`config.mk`:
```
export PLATFORM = sky130hd
export DESIGN_NAME = exc_unit
export DESIGN_NICKNAME = d
export VERILOG_FILES = /design/src/exc_pkg.sv /design/src/cp0_regs.sv /design/src/exception_handler.sv /design/src/exception_redirect.sv /design/src/exc_unit.sv
export VERILOG_INCLUDE_DIRS = /design/src
export SDC_FILE = /design/constraint.sdc
export NUM_CORES = 1
export LEC_CHECK = 0
export ABC_AREA = 0
export ABC_CLOCK_PERIOD_IN_PS = 2300
export BUFFER_PORTS_ARGS = -buffer_cell sky130_fd_sc_hd__buf_2
export CORE_MARGIN = 2
export CORE_UTILIZATION = 51
export CTS_BUF_LIST = sky130_fd_sc_hd__clkbuf_8
export DETAILED_ROUTE_END_ITERATION = 10
export HOLD_SLACK_MARGIN = 0.06
export PLACE_DENSITY = 0.89
export SKIP_CTS_REPAIR_TIMING = 1
export SYNTH_ARGS = -nofsm -noshare
export SYNTH_HDL_FRONTEND = slang
export SYNTH_HIERARCHICAL = 1
export SYNTH_SLANG_ARGS = --single-unit
```
`constraint.sdc`:
```
create_clock -name clk -period 2.3 [get_ports clk]
set_input_delay 0.115 -clock clk [delete_from_list [all_inputs] [get_ports clk]]
set_output_delay 0.115 -clock clk [all_outputs]
set_load 0.01 [all_outputs]
```
`src/exc_cfg.svh`:
```
`ifndef EXC_CFG_SVH
`define EXC_CFG_SVH

//////////////////////////////////////////////////////////////////////
// Datapath widths
//////////////////////////////////////////////////////////////////////

// Width of one CP0 word as seen by mtc0 and mfc0
`define EXC_DATA_W 32

// Program counter width of the core
`define EXC_ADDR_W 16

// CP0 register number field of mtc0 and mfc0
`define CP0_REG_W 5

//////////////////////////////////////////////////////////////////////
// CP0 register map and handler entry
//////////////////////////////////////////////////////////////////////

`define CP0_STATUS 5'd12
`define CP0_CAUSE  5'd13
`define CP0_EPC    5'd14

// General exception vector
`define EXC_VECTOR 16'h0180

`endif

```
`src/exc_pkg.sv`:
```
`default_nettype none

`include "exc_cfg.svh"

package exc_pkg;

    //////////////////////////////////////////////////////////////////////
    // Exception codes
    //////////////////////////////////////////////////////////////////////

    // Values follow the MIPS Cause.ExcCode field where one exists
    typedef enum logic [4:0] {
        EXC_INTERRUPT = 5'd0,
        EXC_SYSCALL   = 5'd8,
        EXC_ILLEGAL   = 5'd10,
        EXC_OVERFLOW  = 5'd12,
        EXC_TRAP      = 5'd13,
        // Not real MIPS codes, kept out of the architectural range
        EXC_ERET      = 5'd30,
        EXC_NONE      = 5'd31
    } exc_code_e;

    // Exception flags raised by the commit slot
    typedef struct packed {
        logic syscall;
        logic illegal;
        logic trap;
        logic overflow;
        logic eret;
    } exc_mask_t;

    //////////////////////////////////////////////////////////////////////
    // CP0 register layouts
    //////////////////////////////////////////////////////////////////////

    typedef struct packed {
        logic [15:0] rsvd_hi;
        logic [7:0]  im;        // Interrupt mask
        logic [5:0]  rsvd_lo;
        logic        exl;       // Exception level
        logic        ie;        // Global interrupt enable
    } cp0_status_t;

    typedef struct packed {
        logic [15:0] rsvd_hi;
        logic [7:0]  ip;        // Pending interrupts, sampled from irq
        logic        rsvd_7;
        logic [4:0]  exc_code;
        logic [1:0]  rsvd_lo;
    } cp0_cause_t;

    // One mtc0 word, decoded by register number
    typedef union packed {
        cp0_status_t status;
        cp0_cause_t  cause;
    } cp0_word_u;

    // Flush request towards fetch
    typedef struct packed {
        logic                   flush;
        logic [`EXC_ADDR_W-1:0] target;
    } redirect_t;

endpackage

`default_nettype wire

```
`src/cp0_regs.sv`:
```
`timescale 1ns/1ps
`default_nettype none

`include "exc_cfg.svh"

module cp0_regs
(
    input  logic                   clk,
    input  logic                   rst_n,

    // mtc0 from writeback
    input  logic                   we,
    input  logic [`CP0_REG_W-1:0]  waddr,
    input  logic [`EXC_DATA_W-1:0] wdata,

    // External interrupt lines
    input  logic [7:0]             irq,

    // Decision of the exception handler for this cycle
    input  exc_pkg::exc_code_e     exception,
    input  logic [`EXC_ADDR_W-1:0] pc,

    // mfc0 read port
    input  logic [`CP0_REG_W-1:0]  raddr,
    output logic [`EXC_DATA_W-1:0] rdata,

    // Live register state
    output exc_pkg::cp0_status_t   status,
    output exc_pkg::cp0_cause_t    cause,
    output logic [`EXC_ADDR_W-1:0] epc
);

    exc_pkg::cp0_word_u wword;
    logic               take_exc;
    logic               take_eret;

    // Same bits, two layouts
    assign wword = wdata;

    // Eret is an exit, everything else but none is an entry
    assign take_eret = (exception == exc_pkg::EXC_ERET);
    assign take_exc  = (exception != exc_pkg::EXC_NONE) && !take_eret;

    //////////////////////////////////////////////////////////////////////
    // Register update
    //////////////////////////////////////////////////////////////////////

    always_ff @(posedge clk)
    begin
        if (!rst_n)
        begin
            status <= '0;
            cause  <= '0;
            epc    <= '0;
        end
        else
        begin
            // Pending bits follow the interrupt lines
            cause.ip <= irq;

            // Writeback, writable fields only
            if (we)
            begin
                case (waddr)
                    `CP0_STATUS:
                    begin
                        status.im  <= wword.status.im;
                        status.exl <= wword.status.exl;
                        status.ie  <= wword.status.ie;
                    end
                    `CP0_CAUSE:
                    begin
                        cause.exc_code <= wword.cause.exc_code;
                    end
                    `CP0_EPC:
                    begin
                        epc <= wdata[`EXC_ADDR_W-1:0];
                    end
                    default:
                    begin
                    end
                endcase
            end

            // Exception entry and exit win over writeback
            if (take_exc)
            begin
                epc            <= pc;
                cause.exc_code <= exception;
                status.exl     <= 1'b1;
            end
            else if (take_eret)
            begin
                status.exl <= 1'b0;
            end
        end
    end

    //////////////////////////////////////////////////////////////////////
    // mfc0 read mux
    //////////////////////////////////////////////////////////////////////

    always_comb
    begin
        case (raddr)
            `CP0_STATUS: rdata = status;
            `CP0_CAUSE:  rdata = cause;
            // EPC zero extended to a full word
            `CP0_EPC:    rdata = {{(`EXC_DATA_W-`EXC_ADDR_W){1'b0}}, epc};
            default:     rdata = '0;
        endcase
    end

endmodule

`default_nettype wire

```
`src/exception_handler.sv`:
```
`timescale 1ns/1ps
`default_nettype none

`include "exc_cfg.svh"

module exception_handler
(
    input  exc_pkg::cp0_status_t   status,
    input  exc_pkg::cp0_cause_t    cause,
    input  exc_pkg::exc_mask_t     exc_mask,
    input  logic [`EXC_ADDR_W-1:0] pc,
    output exc_pkg::exc_code_e     exception,
    output logic                   mem_disable
);

    logic int_req;

    // Pending and unmasked, outside a handler, globally enabled
    assign int_req = ((cause.ip & status.im) != 8'h00) && !status.exl && status.ie;

    //////////////////////////////////////////////////////////////////////
    // Priority select
    //////////////////////////////////////////////////////////////////////

    always_comb
    begin
        exception = exc_pkg::EXC_NONE;
        // Zero pc marks a bubble
        if (pc != '0)
        begin
            if (int_req)
                exception = exc_pkg::EXC_INTERRUPT;
            else if (exc_mask.syscall)
                exception = exc_pkg::EXC_SYSCALL;
            else if (exc_mask.illegal)
                exception = exc_pkg::EXC_ILLEGAL;
            else if (exc_mask.trap)
                exception = exc_pkg::EXC_TRAP;
            else if (exc_mask.overflow)
                exception = exc_pkg::EXC_OVERFLOW;
            else if (exc_mask.eret)
                exception = exc_pkg::EXC_ERET;
        end
    end

    // Block the memory stage for any synchronous flag
    assign mem_disable = (exc_mask != '0);

endmodule

`default_nettype wire

```
`src/exception_redirect.sv`:
```
`timescale 1ns/1ps
`default_nettype none

`include "exc_cfg.svh"

module exception_redirect
(
    input  logic                   clk,
    input  logic                   rst_n,
    input  exc_pkg::exc_code_e     exception,
    input  logic [`EXC_ADDR_W-1:0] epc,
    output exc_pkg::redirect_t     redirect
);

    logic                   flush_q;
    logic [`EXC_ADDR_W-1:0] target_q;
    logic                   hit;

    assign hit = (exception != exc_pkg::EXC_NONE);

    //////////////////////////////////////////////////////////////////////
    // Flush strobe and target
    //////////////////////////////////////////////////////////////////////

    // One cycle pulse after each exception cycle
    always_ff @(posedge clk)
    begin
        if (!rst_n)
            flush_q <= 1'b0;
        else
            flush_q <= hit;
    end

    // Eret returns to the EPC still held before this edge
    always_ff @(posedge clk)
    begin
        if (hit)
        begin
            if (exception == exc_pkg::EXC_ERET)
                target_q <= epc;
            else
                target_q <= `EXC_VECTOR;
        end
    end

    assign redirect.flush  = flush_q;
    assign redirect.target = target_q;

endmodule

`default_nettype wire

```
`src/exc_unit.sv`:
```
`timescale 1ns/1ps
`default_nettype none

`include "exc_cfg.svh"

module exc_unit
(
    input  logic                   clk,
    input  logic                   rst_n,

    // Writeback mtc0
    input  logic                   cp0_we,
    input  logic [`CP0_REG_W-1:0]  cp0_waddr,
    input  logic [`EXC_DATA_W-1:0] cp0_wdata,

    input  logic [7:0]             irq,

    // Commit slot
    input  exc_pkg::exc_mask_t     exc_mask,
    input  logic [`EXC_ADDR_W-1:0] pc,

    // Decode mfc0
    input  logic [`CP0_REG_W-1:0]  cp0_raddr,
    output logic [`EXC_DATA_W-1:0] cp0_rdata,

    output exc_pkg::exc_code_e     exception,
    output logic                   mem_disable,
    output exc_pkg::redirect_t     redirect
);

    exc_pkg::cp0_status_t   status;
    exc_pkg::cp0_cause_t    cause;
    logic [`EXC_ADDR_W-1:0] epc;

    //////////////////////////////////////////////////////////////////////
    // CP0 state, decision, redirect
    //////////////////////////////////////////////////////////////////////

    cp0_regs cp0_regs0
    (
        .clk       (clk),
        .rst_n     (rst_n),
        .we        (cp0_we),
        .waddr     (cp0_waddr),
        .wdata     (cp0_wdata),
        .irq       (irq),
        .exception (exception),
        .pc        (pc),
        .raddr     (cp0_raddr),
        .rdata     (cp0_rdata),
        .status    (status),
        .cause     (cause),
        .epc       (epc)
    );

    exception_handler exception_handler0
    (
        .status      (status),
        .cause       (cause),
        .exc_mask    (exc_mask),
        .pc          (pc),
        .exception   (exception),
        .mem_disable (mem_disable)
    );

    exception_redirect exception_redirect0
    (
        .clk       (clk),
        .rst_n     (rst_n),
        .exception (exception),
        .epc       (epc),
        .redirect  (redirect)
    );

endmodule

`default_nettype wire

```
Yosys cells after proc, flatten, opt, wreduce, memory -nomap -nowiden
Index checks and enable logic that the tools add are counted.
{"block": "op_classes", "add_sub_neg": 0, "n_mul": 0, "div_mod_pow": 0, "magnitude_cmp": 0, "eq_ne": 8, "n_shift": 0, "mux": 18, "n_bitwise": 1, "reduce_logical": 17}
{"cell": "$mux 16", "n": 3}
{"cell": "$pmux 16 s3", "n": 1}
{"cell": "$mux 5", "n": 9}
{"cell": "$eq 5x4->1 const B", "n": 6}
{"cell": "$reduce_bool 16->1", "n": 1}
{"cell": "$and 8x8->8", "n": 1}
{"cell": "$reduce_and 2->1", "n": 4}
{"cell": "$reduce_bool 8->1", "n": 1}
{"cell": "$reduce_bool 2->1", "n": 3}
{"cell": "$reduce_bool 3->1", "n": 2}
{"cell": "$eq 5x5->1 const B", "n": 1}
{"cell": "$ne 5x5->1 const B", "n": 1}
{"cell": "$reduce_bool 5->1", "n": 1}
{"cell": "$mux 2", "n": 2}
{"cell": "$logic_and 1x1->1", "n": 3}
{"cell": "$mux 1", "n": 3}
{"cell": "$logic_not 1->1", "n": 2}
{"block": "word_totals", "ff_bits": 56, "latch_bits": 0, "ram_bits": 0, "rom_bits": 0, "in_bits": 74, "wordCells": 52, "n_memories": 0}

Depth between registers and ports, before layout
Gate-level depths: netlist of the first run.
{"block": "depth", "word_depth": 12, "mapped_depth": 7}

Modules after synthesis
Netlist of the first run, hierarchy kept.
{"mod": "cp0_regs", "n_inst": 1, "cells_per_inst": 282, "area_per_inst_um2": 2311.0}
{"mod": "exception_redirect", "n_inst": 1, "cells_per_inst": 55, "area_per_inst_um2": 755.7}
{"mod": "exception_handler", "n_inst": 1, "cells_per_inst": 23, "area_per_inst_um2": 226.5}

Worst setup path before layout of the first run
No wires, ideal clock.
{"block": "synth_path", "path_kind": "flip-flop to flip-flop", "start": "reg, netlist name cp0_regs0/cause[8]", "end": "reg exception_redirect0.target_q[0], enable pin", "setup_ns": 0.323, "arrival_time_ns": 1.768, "slack_ns": 0.209, "path_stages_with_launch": 6, "synth_period_minus_slack_ns": 2.091, "path_cell_list": "dfxtp_1 a22oi_2 a41oi_4 o31ai_2 nand3_4 or2_1"}
{"block": "synth_between", "elab_chain_cells": 7}
{"item": "$and 8x8->8", "line_no": "exception_handler.sv:19", "text": "assign int_req = ((cause.ip & status.im) != 8'h00) && !status.exl && status.ie;"}
{"item": "$reduce_bool 8->1", "line_no": "exception_handler.sv:19"}
{"item": "$logic_and 1x1->1 (2 in a row)", "line_no": "exception_handler.sv:19"}
{"item": "$mux 5", "line_no": "exception_handler.sv:31", "text": "if (int_req)"}
{"item": "$mux 5", "line_no": "exception_handler.sv:29", "text": "if (pc != '0)"}
{"item": "net exception[1]", "line_no": "exc_unit.sv:26", "text": "output exc_pkg::exc_code_e exception,"}
{"item": "$ne 5x5->1", "line_no": "exception_redirect.sv:19", "text": "assign hit = (exception != exc_pkg::EXC_NONE);"}
{"item": "net exception_redirect0.hit", "line_no": "exception_redirect.sv:17", "text": "logic hit;"}
{"item": "to (signal assigned)", "line_no": "exception_redirect.sv:40", "text": "target_q <= epc;"}
{"item": "to (signal assigned)", "line_no": "exception_redirect.sv:42", "text": "target_q <= `EXC_VECTOR;"}
{"item": "to (decl)", "line_no": "exception_redirect.sv:16", "text": "logic [`EXC_ADDR_W-1:0] target_q;"}
The timed path passes the listed nets, and every way through them passes these cells.
A chain may end at the register's enable or synchronous reset.

Worst setup path after layout of the first run
{"block": "layout_path", "start": "reg, netlist name cp0_regs0/status[8]", "end": "reg exception_redirect0.target_q[7], enable pin"}
{"block": "layout_between", "elab_chain_cells": 7}
{"item": "$and 8x8->8", "line_no": "exception_handler.sv:19"}
{"item": "$reduce_bool 8->1", "line_no": "exception_handler.sv:19"}
{"item": "$logic_and 1x1->1 (2 in a row)", "line_no": "exception_handler.sv:19"}
{"item": "$mux 5", "line_no": "exception_handler.sv:31"}
{"item": "$mux 5", "line_no": "exception_handler.sv:29"}
{"item": "$ne 5x5->1", "line_no": "exception_redirect.sv:19"}
{"item": "net exception_redirect0.hit", "line_no": "exception_redirect.sv:17"}
The timed path passes the listed nets, and every way through them passes these cells.

==> results of run 1 <==
==> sequential cells by signal, indices dropped and copies added (netlist names) <==
| name | count |
|---|---|
| cp0_regs0/status | 10 |
| cp0_regs0/epc | 16 |
| exception_redirect0/flush_q | 1 |
| exception_redirect0/target_q | 16 |
| cp0_regs0/cause | 13 |
==> power by group through the flow <==
stage	clock network (mW)	logic [mW]	registers, mW
2_1_floorplan	0	0.141	1.08
3_3_place_gp	0	0.213	1.08
3_5_place_dp	0	0.219	1.09
4_1_cts	0.527	0.220	1.06
5_1_grt	0.579	0.256	1.07
6_report	0.527	0.236	1.06
==> metrics by stage <==
stage                     hold WS [ps]  total power, mW
after detailed placement           325             1.30
after CTS                         2.94             1.81
after global routing              61.8             1.90
after global placement             322             1.30
final                             62.6             1.83
after floorplan                    232             1.22
==> how the worst min path moves through the flow <==
stage | cells after the start | start | slack, ps | endpoint
5_1_grt | 3 | cp0_wdata[11] | 60 | cp0_regs0/status[11]
3_5_place_dp | 2 | irq[7] | 320 | cp0_regs0/cause[15]
4_1_cts | 2 | irq[5] | 3 | cp0_regs0/cause[13]
3_3_place_gp | 2 | irq[2] | 320 | cp0_regs0/cause[10]
2_1_floorplan | 1 | rst_n | 230 | exception_redirect0/flush_q
6_report | 3 | cp0_wdata[15] | 60 | cp0_regs0/status[15]
==> area by class of cell <==
| class | count | area, sq um | area share |
|---|---|---|---|
| inverters | 15 | 56.3 | 0.0155 |
| clock buffers | 5 | 68.8 | 0.0190 |
| multi-input cells | 221 | 1440 | 0.396 |
| clock inverters | 3 | 18.8 | 0.00518 |
| well taps | 72 | 90.1 | 0.0249 |
| flip-flops and latches | 56 | 1280 | 0.354 |
| repair buffers | 117 | 671 | 0.185 |
==> layout by cell type (no fill, tap or decap), types with 7 or more instances in the layout <==
cell           instances
a31oi_1               21
and3_1                 9
a22o_1                 7
nand2_1                9
a21oi_1                9
and2_1                 8
a221o_1                8
buf_4                 12
dfxtp_1               40
buf_2                 96
conb_1                16
edfxtp_1              16
inv_1                 15
nor3_2                10
o21ai_0               46
nand3_1               31
dlygate4sd3_1          8
==> worst min-delay path, cell delays in order <==
cell and delay [ps]:
buf_2 110, nand3_1 60, a21oi_1 50
==> metal layers <==
metal  routed length, um  GRT usage  vias up
met3                 848     0.0438       27
met1                3250      0.312     1297
met5                   0          0        -
met4                 215     0.0780        0
li1                    -          -     1343
met2                3630      0.382      194
==> impl_metrics.json, run 1 <==
{
  "p_int_mw": 1.35,
  "worstSetupStartpoint": "cp0_regs0/status[8]",
  "ant_nets": 0,
  "critPathArrivalTime_ps": 2120,
  "htreeDepth": 2,
  "fillers": 460,
  "cts_tree": "yes",
  "p_sw_mw": 0.476,
  "gr-usage-all-layers": 0.234,
  "cts.path.max_buffers": 2,
  "timing.slew.headroom": 0.598,
  "fin_cells": 489,
  "dieHeight_um": 80.5,
  "worst_slack_ps": 158,
  "grt_start_max_net_pins": 40,
  "diodes": 0,
  "antenna_found_initial": 0,
  "cts_root_buf": "clkbuf_8",
  "overflow": 0,
  "dp_cells": 473,
  "slew_viol_final": 0,
  "drt_iter0_markers": 270,
  "crit_required_ps": 2280,
  "power.leakage_nw": 1.56,
  "crit_path_max_incr_delay_ps": 490,
  "cts_buffers": 5,
  "share_seq_of_total_power": 0.583,
  "initial_core_util": 0.536,
  "skew_ps": 8.63,
  "setup.worst_path.start_class": "register",
  "hold_viol": 0,
  "min_period_ps": 2140,
  "clock_latency_ps": 310,
  "max_freq_mhz": 467,
  "die_area_sq_um": 6480,
  "final_area_sq_um": 3620,
  "rsz0062_at_grt": "no",
  "crit_chain": "a22oi_2, a41oi_4, o31ai_2, nand3_4, or2_1",
  "comb_power_share": 0.129,
  "drive_gt1_frac": 0.343,
  "fp-row-count": 27,
  "dp_worst_setup_slack_ps": 177,
  "peakVddDrop_uv": 258,
  "pwr-share-clk": 0.288,
  "yosys_warnings": 6,
  "area_growth_pct": 21.3,
  "clock_sinks": 56,
  "drv_cap": 0,
  "worst_pin_slew_ps": 603,
  "io_buffer_count": 96,
  "path_buf_inv": 0,
  "crit_end": "exception_redirect0/target_q[7]",
  "ios": 129,
  "cp.depth": 5,
  "rr_worst_depth": 5,
  "r2r-end": "exception_redirect0/target_q[7]",
  "crit_path_max_fanout": 16,
  "tns_ps": 0,
  "slowest_stage": "or2_1",
  "path_clk_slew_ps": 100,
  "core_area_sq_um": 5570,
  "final_util": 0.650,
  "avgViaCountPerCell": 5.85,
  "status": "complete, no violations",
  "wire_per_inst_um": 16.2,
  "grt_pass1_wl_um": 11500,
  "post-dp-hpwl_um": 5910,
  "postSynthCellCount": 319,
  "r2r_slack_ps": 160,
  "place_area_sq_um": 3450,
  "cp-end-kind": "register",
  "setup_violations": 0,
  "die_w_um": 80.5,
  "swShare": 0.261,
  "drc": 0,
  "worstSetupPathType": "register to register",
  "fin_crit_sh": 0.931,
  "gp_congestion": 0.910,
  "power_density_nw_per_um2": 504,
  "avgSynthCellArea_sq_um": 9.36,
  "crit_family": "compound AO/OA/AOI/OAI gates",
  "r2r-start": "cp0_regs0/status[8]",
  "fin_nets": 490,
  "hold_path.class": "primary input to register",
  "vias": 2861,
  "wl_um": 7950,
  "first_pass_iters": 6,
  "grt_pass1_vias": 2384,
  "synth_area_sq_um": 2990
}
Power figures use the tool's default switching activity.
==> run 2: changes to the inputs <==
ABC_CLOCK_PERIOD_IN_PS = 1800   (was 2300)
CORE_UTILIZATION = 43   (was 51)
CTS_BUF_LIST = sky130_fd_sc_hd__clkbuf_16   (was sky130_fd_sc_hd__clkbuf_8)
PLACE_DENSITY = 0.82   (was 0.89)
SYNTH_HIERARCHICAL = not set   (was 1)
clock period = 1.8 ns   (was 2.3 ns; I/O delays follow)
==> impl_metrics.json, run 2 <==
{
  "hold_start": "pc[2]",
  "crit_path_max_incr_delay_ps": 570,
  "avgSynthCellArea_sq_um": 9.48,
  "crit_required_ps": 1970,
  "yosys_warnings": 0,
  "hold_end": "cp0_regs0.epc[2]",
  "cp-end-kind": "register",
  "ant_nets": 0,
  "crit_path_max_fanout": 8,
  "worstSetupPathType": "register to register",
  "final_area_sq_um": 4090,
  "setup_violations": 40,
  "r2r-end": "cp0_regs0.epc[7]",
  "antenna_found_initial": 0,
  "drc": 0,
  "drt_iter0_markers": 203,
  "synth_area_sq_um": 3010,
  "crit_family": "compound AO/OA/AOI/OAI gates",
  "wl_um": 8400,
  "async_reset_ff_frac": 0,
  "io_buffer_count": 96,
  "final_util": 0.601,
  "synth_top_flop_cell": "dfxtp_1",
  "dieHeight_um": 87.6,
  "overflow": 0,
  "path_buf_inv": 2,
  "vias": 2790,
  "rr_worst_depth": 6,
  "slew_viol_final": 0,
  "initial_core_util": 0.442,
  "grt_pass1_vias": 2380,
  "synth.most_common_cell": "dfxtp_1",
  "largest_registers": "cp0_regs0.epc: 16 flops, exception_redirect0.target_q: 16 flops, cp0_regs0.cause: 13 flops",
  "grt_start_max_net_pins": 36,
  "synth_seq_area_share": 0.426,
  "cts_tree": "yes",
  "violations": "setup timing",
  "cp.depth": 6,
  "final_cell_mix": "94 x buf_2, 37 x mux2i_1, 37 x dfxtp_1, 28 x nand2_1, 27 x o21ai_0",
  "gp_congestion": 0.855,
  "tns_ps": -5140,
  "crit_chain": "a22o_1, or4_4, o211a_4, buf_6, clkbuf_16, mux2i_1",
  "timing.slew.headroom": 0.578,
  "fin_crit_sh": 1.11,
  "synth_cell_types": 44,
  "first_pass_iters": 4,
  "min_path_cells": 3,
  "ios": 129,
  "status": "finished, violations left",
  "place_area_sq_um": 3660,
  "die_area_sq_um": 7670,
  "postSynthCellCount": 317,
  "gr-usage-all-layers": 0.201,
  "post-dp-hpwl_um": 6090,
  "power.leakage_nw": 2.09,
  "avgViaCountPerCell": 5.21,
  "worst_pin_slew_ps": 633,
  "grt_pass1_wl_um": 11900,
  "drv_cap": 0,
  "clock_latency_ps": 290,
  "path_clk_slew_ps": 70,
  "drive_gt1_frac": 0.377,
  "critPathArrivalTime_ps": 2170,
  "diodes": 0,
  "yosys-top-cells-area": "dfxtp_1 27%, edfxtp_1 16%, mux2i_1 12%, and2_1 5.0%, o21ai_0 4.5%",
  "peakVddDrop_uv": 496,
  "dp_cells": 512,
  "finalPower_mw": 2.83,
  "wire_per_inst_um": 15.7,
  "synth_common_cells": "40 x dfxtp_1, 37 x mux2i_1, 28 x nand2_1",
  "synth_edf_count": 16,
  "synth.largest_area_cell": "dfxtp_1",
  "ys_ff_latch": 56,
  "power_density_nw_per_um2": 692,
  "cts.path.max_buffers": 2,
  "max_freq_mhz": 502,
  "dp_worst_setup_slack_ps": -153,
  "core_area_sq_um": 6790,
  "htreeDepth": 2,
  "layout_commonest_cell": "buf_2",
  "hold_path.class": "primary input to register",
  "clock_sinks": 56,
  "synth.top_cell.area_share": 0.266,
  "fp-row-count": 30,
  "setup.worst_path.start_class": "register",
  "skew_ps": 6.57,
  "r2r_slack_ps": -190,
  "hold_viol": 0,
  "min_period_ps": 1990,
  "hold_ws_ps": 62.3,
  "worst_slack_ps": -194,
  "cts_buffers": 5,
  "cts_root_buf": "clkbuf_16",
  "rsz0062_at_grt": "yes",
  "die_w_um": 87.6,
  "slowest_stage": "or4_4",
  "area_growth_pct": 35.9,
  "fin_nets": 513,
  "fin_cells": 536,
  "r2r-start": "cp0_regs0.status[14]"
}
## run 2: metal layers
layer  up-vias  part of all wire  track usage
li1       1340                 -            -
met1      1289              0.41        0.275
met4         0             0.029       0.0797
met5         -                 0            0
met3        22             0.086       0.0405
met2       139              0.47        0.312
## run 2: final cells by class
type	instances	area, sq um
clock inverters	3	37.5
repair buffers	135	847
clock buffers	5	125
multi-input cells	233	1640
flip-flops and latches	56	1280
well taps	96	120
inverters	8	32.5
fillers	562	2710
## run 2: report_power, final
group	switching (mW)	leakage [nW]	internal [mW]
clock network	0.418	0.0789	0.647
registers	0.0367	0.517	1.34
logic	0.194	1.49	0.190
## run 2: cell families (layout without fill, tap and decap cells)
| kind of cell | count (synthesis) | in the layout | share of synthesized area |
|---|---|---|---|
| multiplexers | 39 | 39 | 0.131 |
| buffers and inverters | 44 | 151 | 0.0841 |
| other | 1 | 16 | 0.00125 |
| AND/OR/NAND/NOR | 110 | 111 | 0.203 |
| flip-flops | 56 | 56 | 0.426 |
| AO/OA/AOI/OAI | 67 | 67 | 0.154 |
## run 2: worst max path at each step
stage	from	to
finish	cp0_regs0.status[14]	cp0_regs0.epc[7]
global route	cp0_regs0.status[12]	exception[1]
CTS	cp0_regs0.cause[12]	exception[4]
detailed placement	pc[10]	exception_redirect0.target_q[1]
global placement	pc[10]	exception_redirect0.target_q[14]
floorplan	pc[10]	exception_redirect0.target_q[10]
## run 2: worst reg2reg max path: stages, from the launching register on
cell	delay, ps
dfxtp_2	320
a22o_1	280
or4_4	570
o211a_4	290
buf_6	140
clkbuf_16	160
mux2i_1	120
==> run 3: changes to the inputs <==
ABC_AREA = 1   (was 0)
GPL_ROUTABILITY_DRIVEN = 0   (was not set)
PLACE_DENSITY = 0.76   (was 0.82)
==> impl_metrics.json, run 3 <==
{
  "grt_pass1_wl_um": 11600,
  "min_period_ps": 1700,
  "hold_start": "cp0_wdata[0]",
  "yosys-mux-area-fraction": 0,
  "synth_common_cells": "71 x nand2_1, 67 x nor2_1, 55 x inv_1",
  "final_cell_mix": "96 x buf_2, 71 x nand2_1, 65 x nor2_1, 55 x inv_1, 40 x dfxtp_1",
  "gr-usage-all-layers": 0.198,
  "ys_ff_latch": 56,
  "io_buffer_count": 96,
  "die_area_sq_um": 7560,
  "hold_viol": 0,
  "vias": 2843,
  "dieHeight_um": 87.0,
  "power.leakage_nw": 1.92,
  "yosys-top-cells-area": "dfxtp_1 27%, edfxtp_1 16%, nand2_1 9.0%, nor2_1 8.5%, inv_1 7.0%",
  "rsz0062_at_grt": "yes",
  "synthAdderAreaFrac": 0,
  "critPathArrivalTime_ps": 1610,
  "drc": 0,
  "layout_commonest_cell": "buf_2",
  "max_freq_mhz": 590,
  "grt-busiest-layer": "met2",
  "overflow": 0,
  "worst_pin_slew_ps": 638,
  "r2r_slack_ps": 140,
  "initial_core_util": 0.440,
  "area_growth_pct": 26.7,
  "core_area_sq_um": 6720,
  "synth_compound_area_frac": 0.141,
  "post-dp-hpwl_um": 5530,
  "synth_seq_area_share": 0.433,
  "synth.largest_area_cell": "dfxtp_1",
  "ant_nets": 0,
  "cts_root_buf": "clkbuf_16",
  "cts.path.max_buffers": 2,
  "grt_use_met1": 0.244,
  "finalPower_mw": 2.72,
  "cts_buffers": 5,
  "drive_gt1_frac": 0.288,
  "avgSynthCellArea_sq_um": 7.59,
  "synth.most_common_cell": "nand2_1",
  "die_w_um": 87.0,
  "crit_required_ps": 1710,
  "diodes": 0,
  "clock_latency_ps": 290,
  "fp-row-count": 30,
  "grt_pass1_vias": 2578,
  "async_reset_ff_frac": 0,
  "drv_cap": 0,
  "synth_edf_count": 16,
  "power_density_nw_per_um2": 727,
  "synth_cell_types": 27,
  "largest_registers": "cp0_regs0.epc: 16 flops, exception_redirect0.target_q: 16 flops, cp0_regs0.cause: 13 flops",
  "wl_um": 7640,
  "synth_top_flop_cell": "dfxtp_1",
  "r2r-start": "cp0_regs0.status[15]",
  "hold_end": "cp0_regs0.status[0]",
  "wire_per_inst_um": 13.2,
  "yosys_warnings": 0,
  "synth_xor_area_frac": 0,
  "drt_iter0_markers": 188,
  "synth_area_sq_um": 2960,
  "worstSetupPathType": "register to output port",
  "min_path_cells": 3,
  "hold_path.class": "primary input to register",
  "slew_viol_final": 0,
  "setup.worst_path.start_class": "register",
  "path_clk_slew_ps": 70,
  "synth_top_family_by_area": "simple AND/OR/NAND/NOR gates",
  "dp_worst_setup_slack_ps": 175,
  "grt_start_max_net_pins": 25,
  "crit_path_max_fanout": 18,
  "ios": 129,
  "rr_worst_depth": 10,
  "setup_violations": 0,
  "hold_ws_ps": 48.5,
  "synth-simple-area-share": 0.271,
  "antenna_found_initial": 0,
  "cp-end-kind": "output port",
  "worst_slack_ps": 104,
  "postSynthCellCount": 390,
  "r2r-end": "exception_redirect0.target_q[2]",
  "peakVddDrop_uv": 392,
  "status": "complete, no violations",
  "grt_use_met2": 0.351,
  "clock_sinks": 56,
  "htreeDepth": 2,
  "synth.top_cell.area_share": 0.271,
  "fin_nets": 573,
  "skew_ps": 4.02,
  "fin_crit_sh": 0.942,
  "timing.slew.headroom": 0.573,
  "avgViaCountPerCell": 4.90,
  "grtUsageMet3": 0.0351,
  "cts_tree": "yes",
  "first_pass_iters": 5
}
-- run 3: changes by cell type in the layout (fill, tap and decap cells not counted), moves of 9 or more --
cell,delta
o21ai_0,-11
a21oi_1,+21
a21boi_0,-16
nor2_1,+50
and2_1,-16
nand3_1,+27
a22o_1,-9
buf_4,-12
a211oi_2,+11
and3_1,-16
inv_1,+48
mux2i_1,-37
nand2_1,+43
-- run 3: area by class of cell --
class,count,area [sq um]
Clock buffer,6,150
Multi-Input combinational cell,261,1290
Sequential cell,56,1280
Timing Repair Buffer,120,706
Fill cell,626,2970
Inverter,55,206
Tap cell,80,100
Clock inverter,2,12.5
-- run 3: worst max-delay path by stage --
stage	slack [ps]	depth (start not counted)	endpoint	from
floorplan	20	10	exception_redirect0.target_q[0]	cp0_regs0.status[14]
global placement	200	9	exception_redirect0.target_q[4]	cp0_regs0.status[10]
detailed placement	170	9	exception_redirect0.target_q[4]	cp0_regs0.cause[11]
CTS	-3	9	exception[4]	cp0_regs0.cause[11]
global route	-10	9	exception[4]	cp0_regs0.status[15]
finish	100	9	exception[4]	cp0_regs0.status[15]
-- run 3: kinds of logic (layout without fill, tap and decap cells) --
logic type             after synthesis  count (layout)
and+or+nand+nor                    184             184
buffers and inverters               88             183
AOI/OAI and AO/OA                   61              61
DFF                                 56              56
other                                1              16
-- run 3: power breakdown --
group / switching, mW / internal, mW
clock network: 0.435 / 0.598
logic: 0.192 / 0.138
registers: 0.0216 / 1.34
total: 0.649 / 2.08
-- run 3: worst max-delay path, cell delays in order (launching register included) --
cell and delay, ps:
dfxtp_1 330, nand2_1 80, nand2_1 50, nor2_1 120
nand2_2 100, nand2_4 110, nand2_4 100, nand2_8 120
buf_12 170, buf_2 140
-- run 3: stage by stage --
| step | setup TNS, ps | instances | cell area, sq um | util |
|---|---|---|---|---|
| after CTS | -3.11 | 567 | 3620 | 0.539 |
| after global placement | 0 | 559 | 3460 | 0.514 |
| after global routing | -20.5 | 580 | 3750 | 0.558 |
| after floorplan | 0 | 405 | 3020 | - |
| after detailed placement | 0 | 559 | 3460 | 0.514 |
| final | 0 | 580 | 3750 | 0.558 |
-- run 3: per-layer routing --
layer  vias up  share of wire
li1       1429              -
met1      1305           0.40
met2        97           0.52
met3        12          0.054
met4         0          0.019
met5         -              0
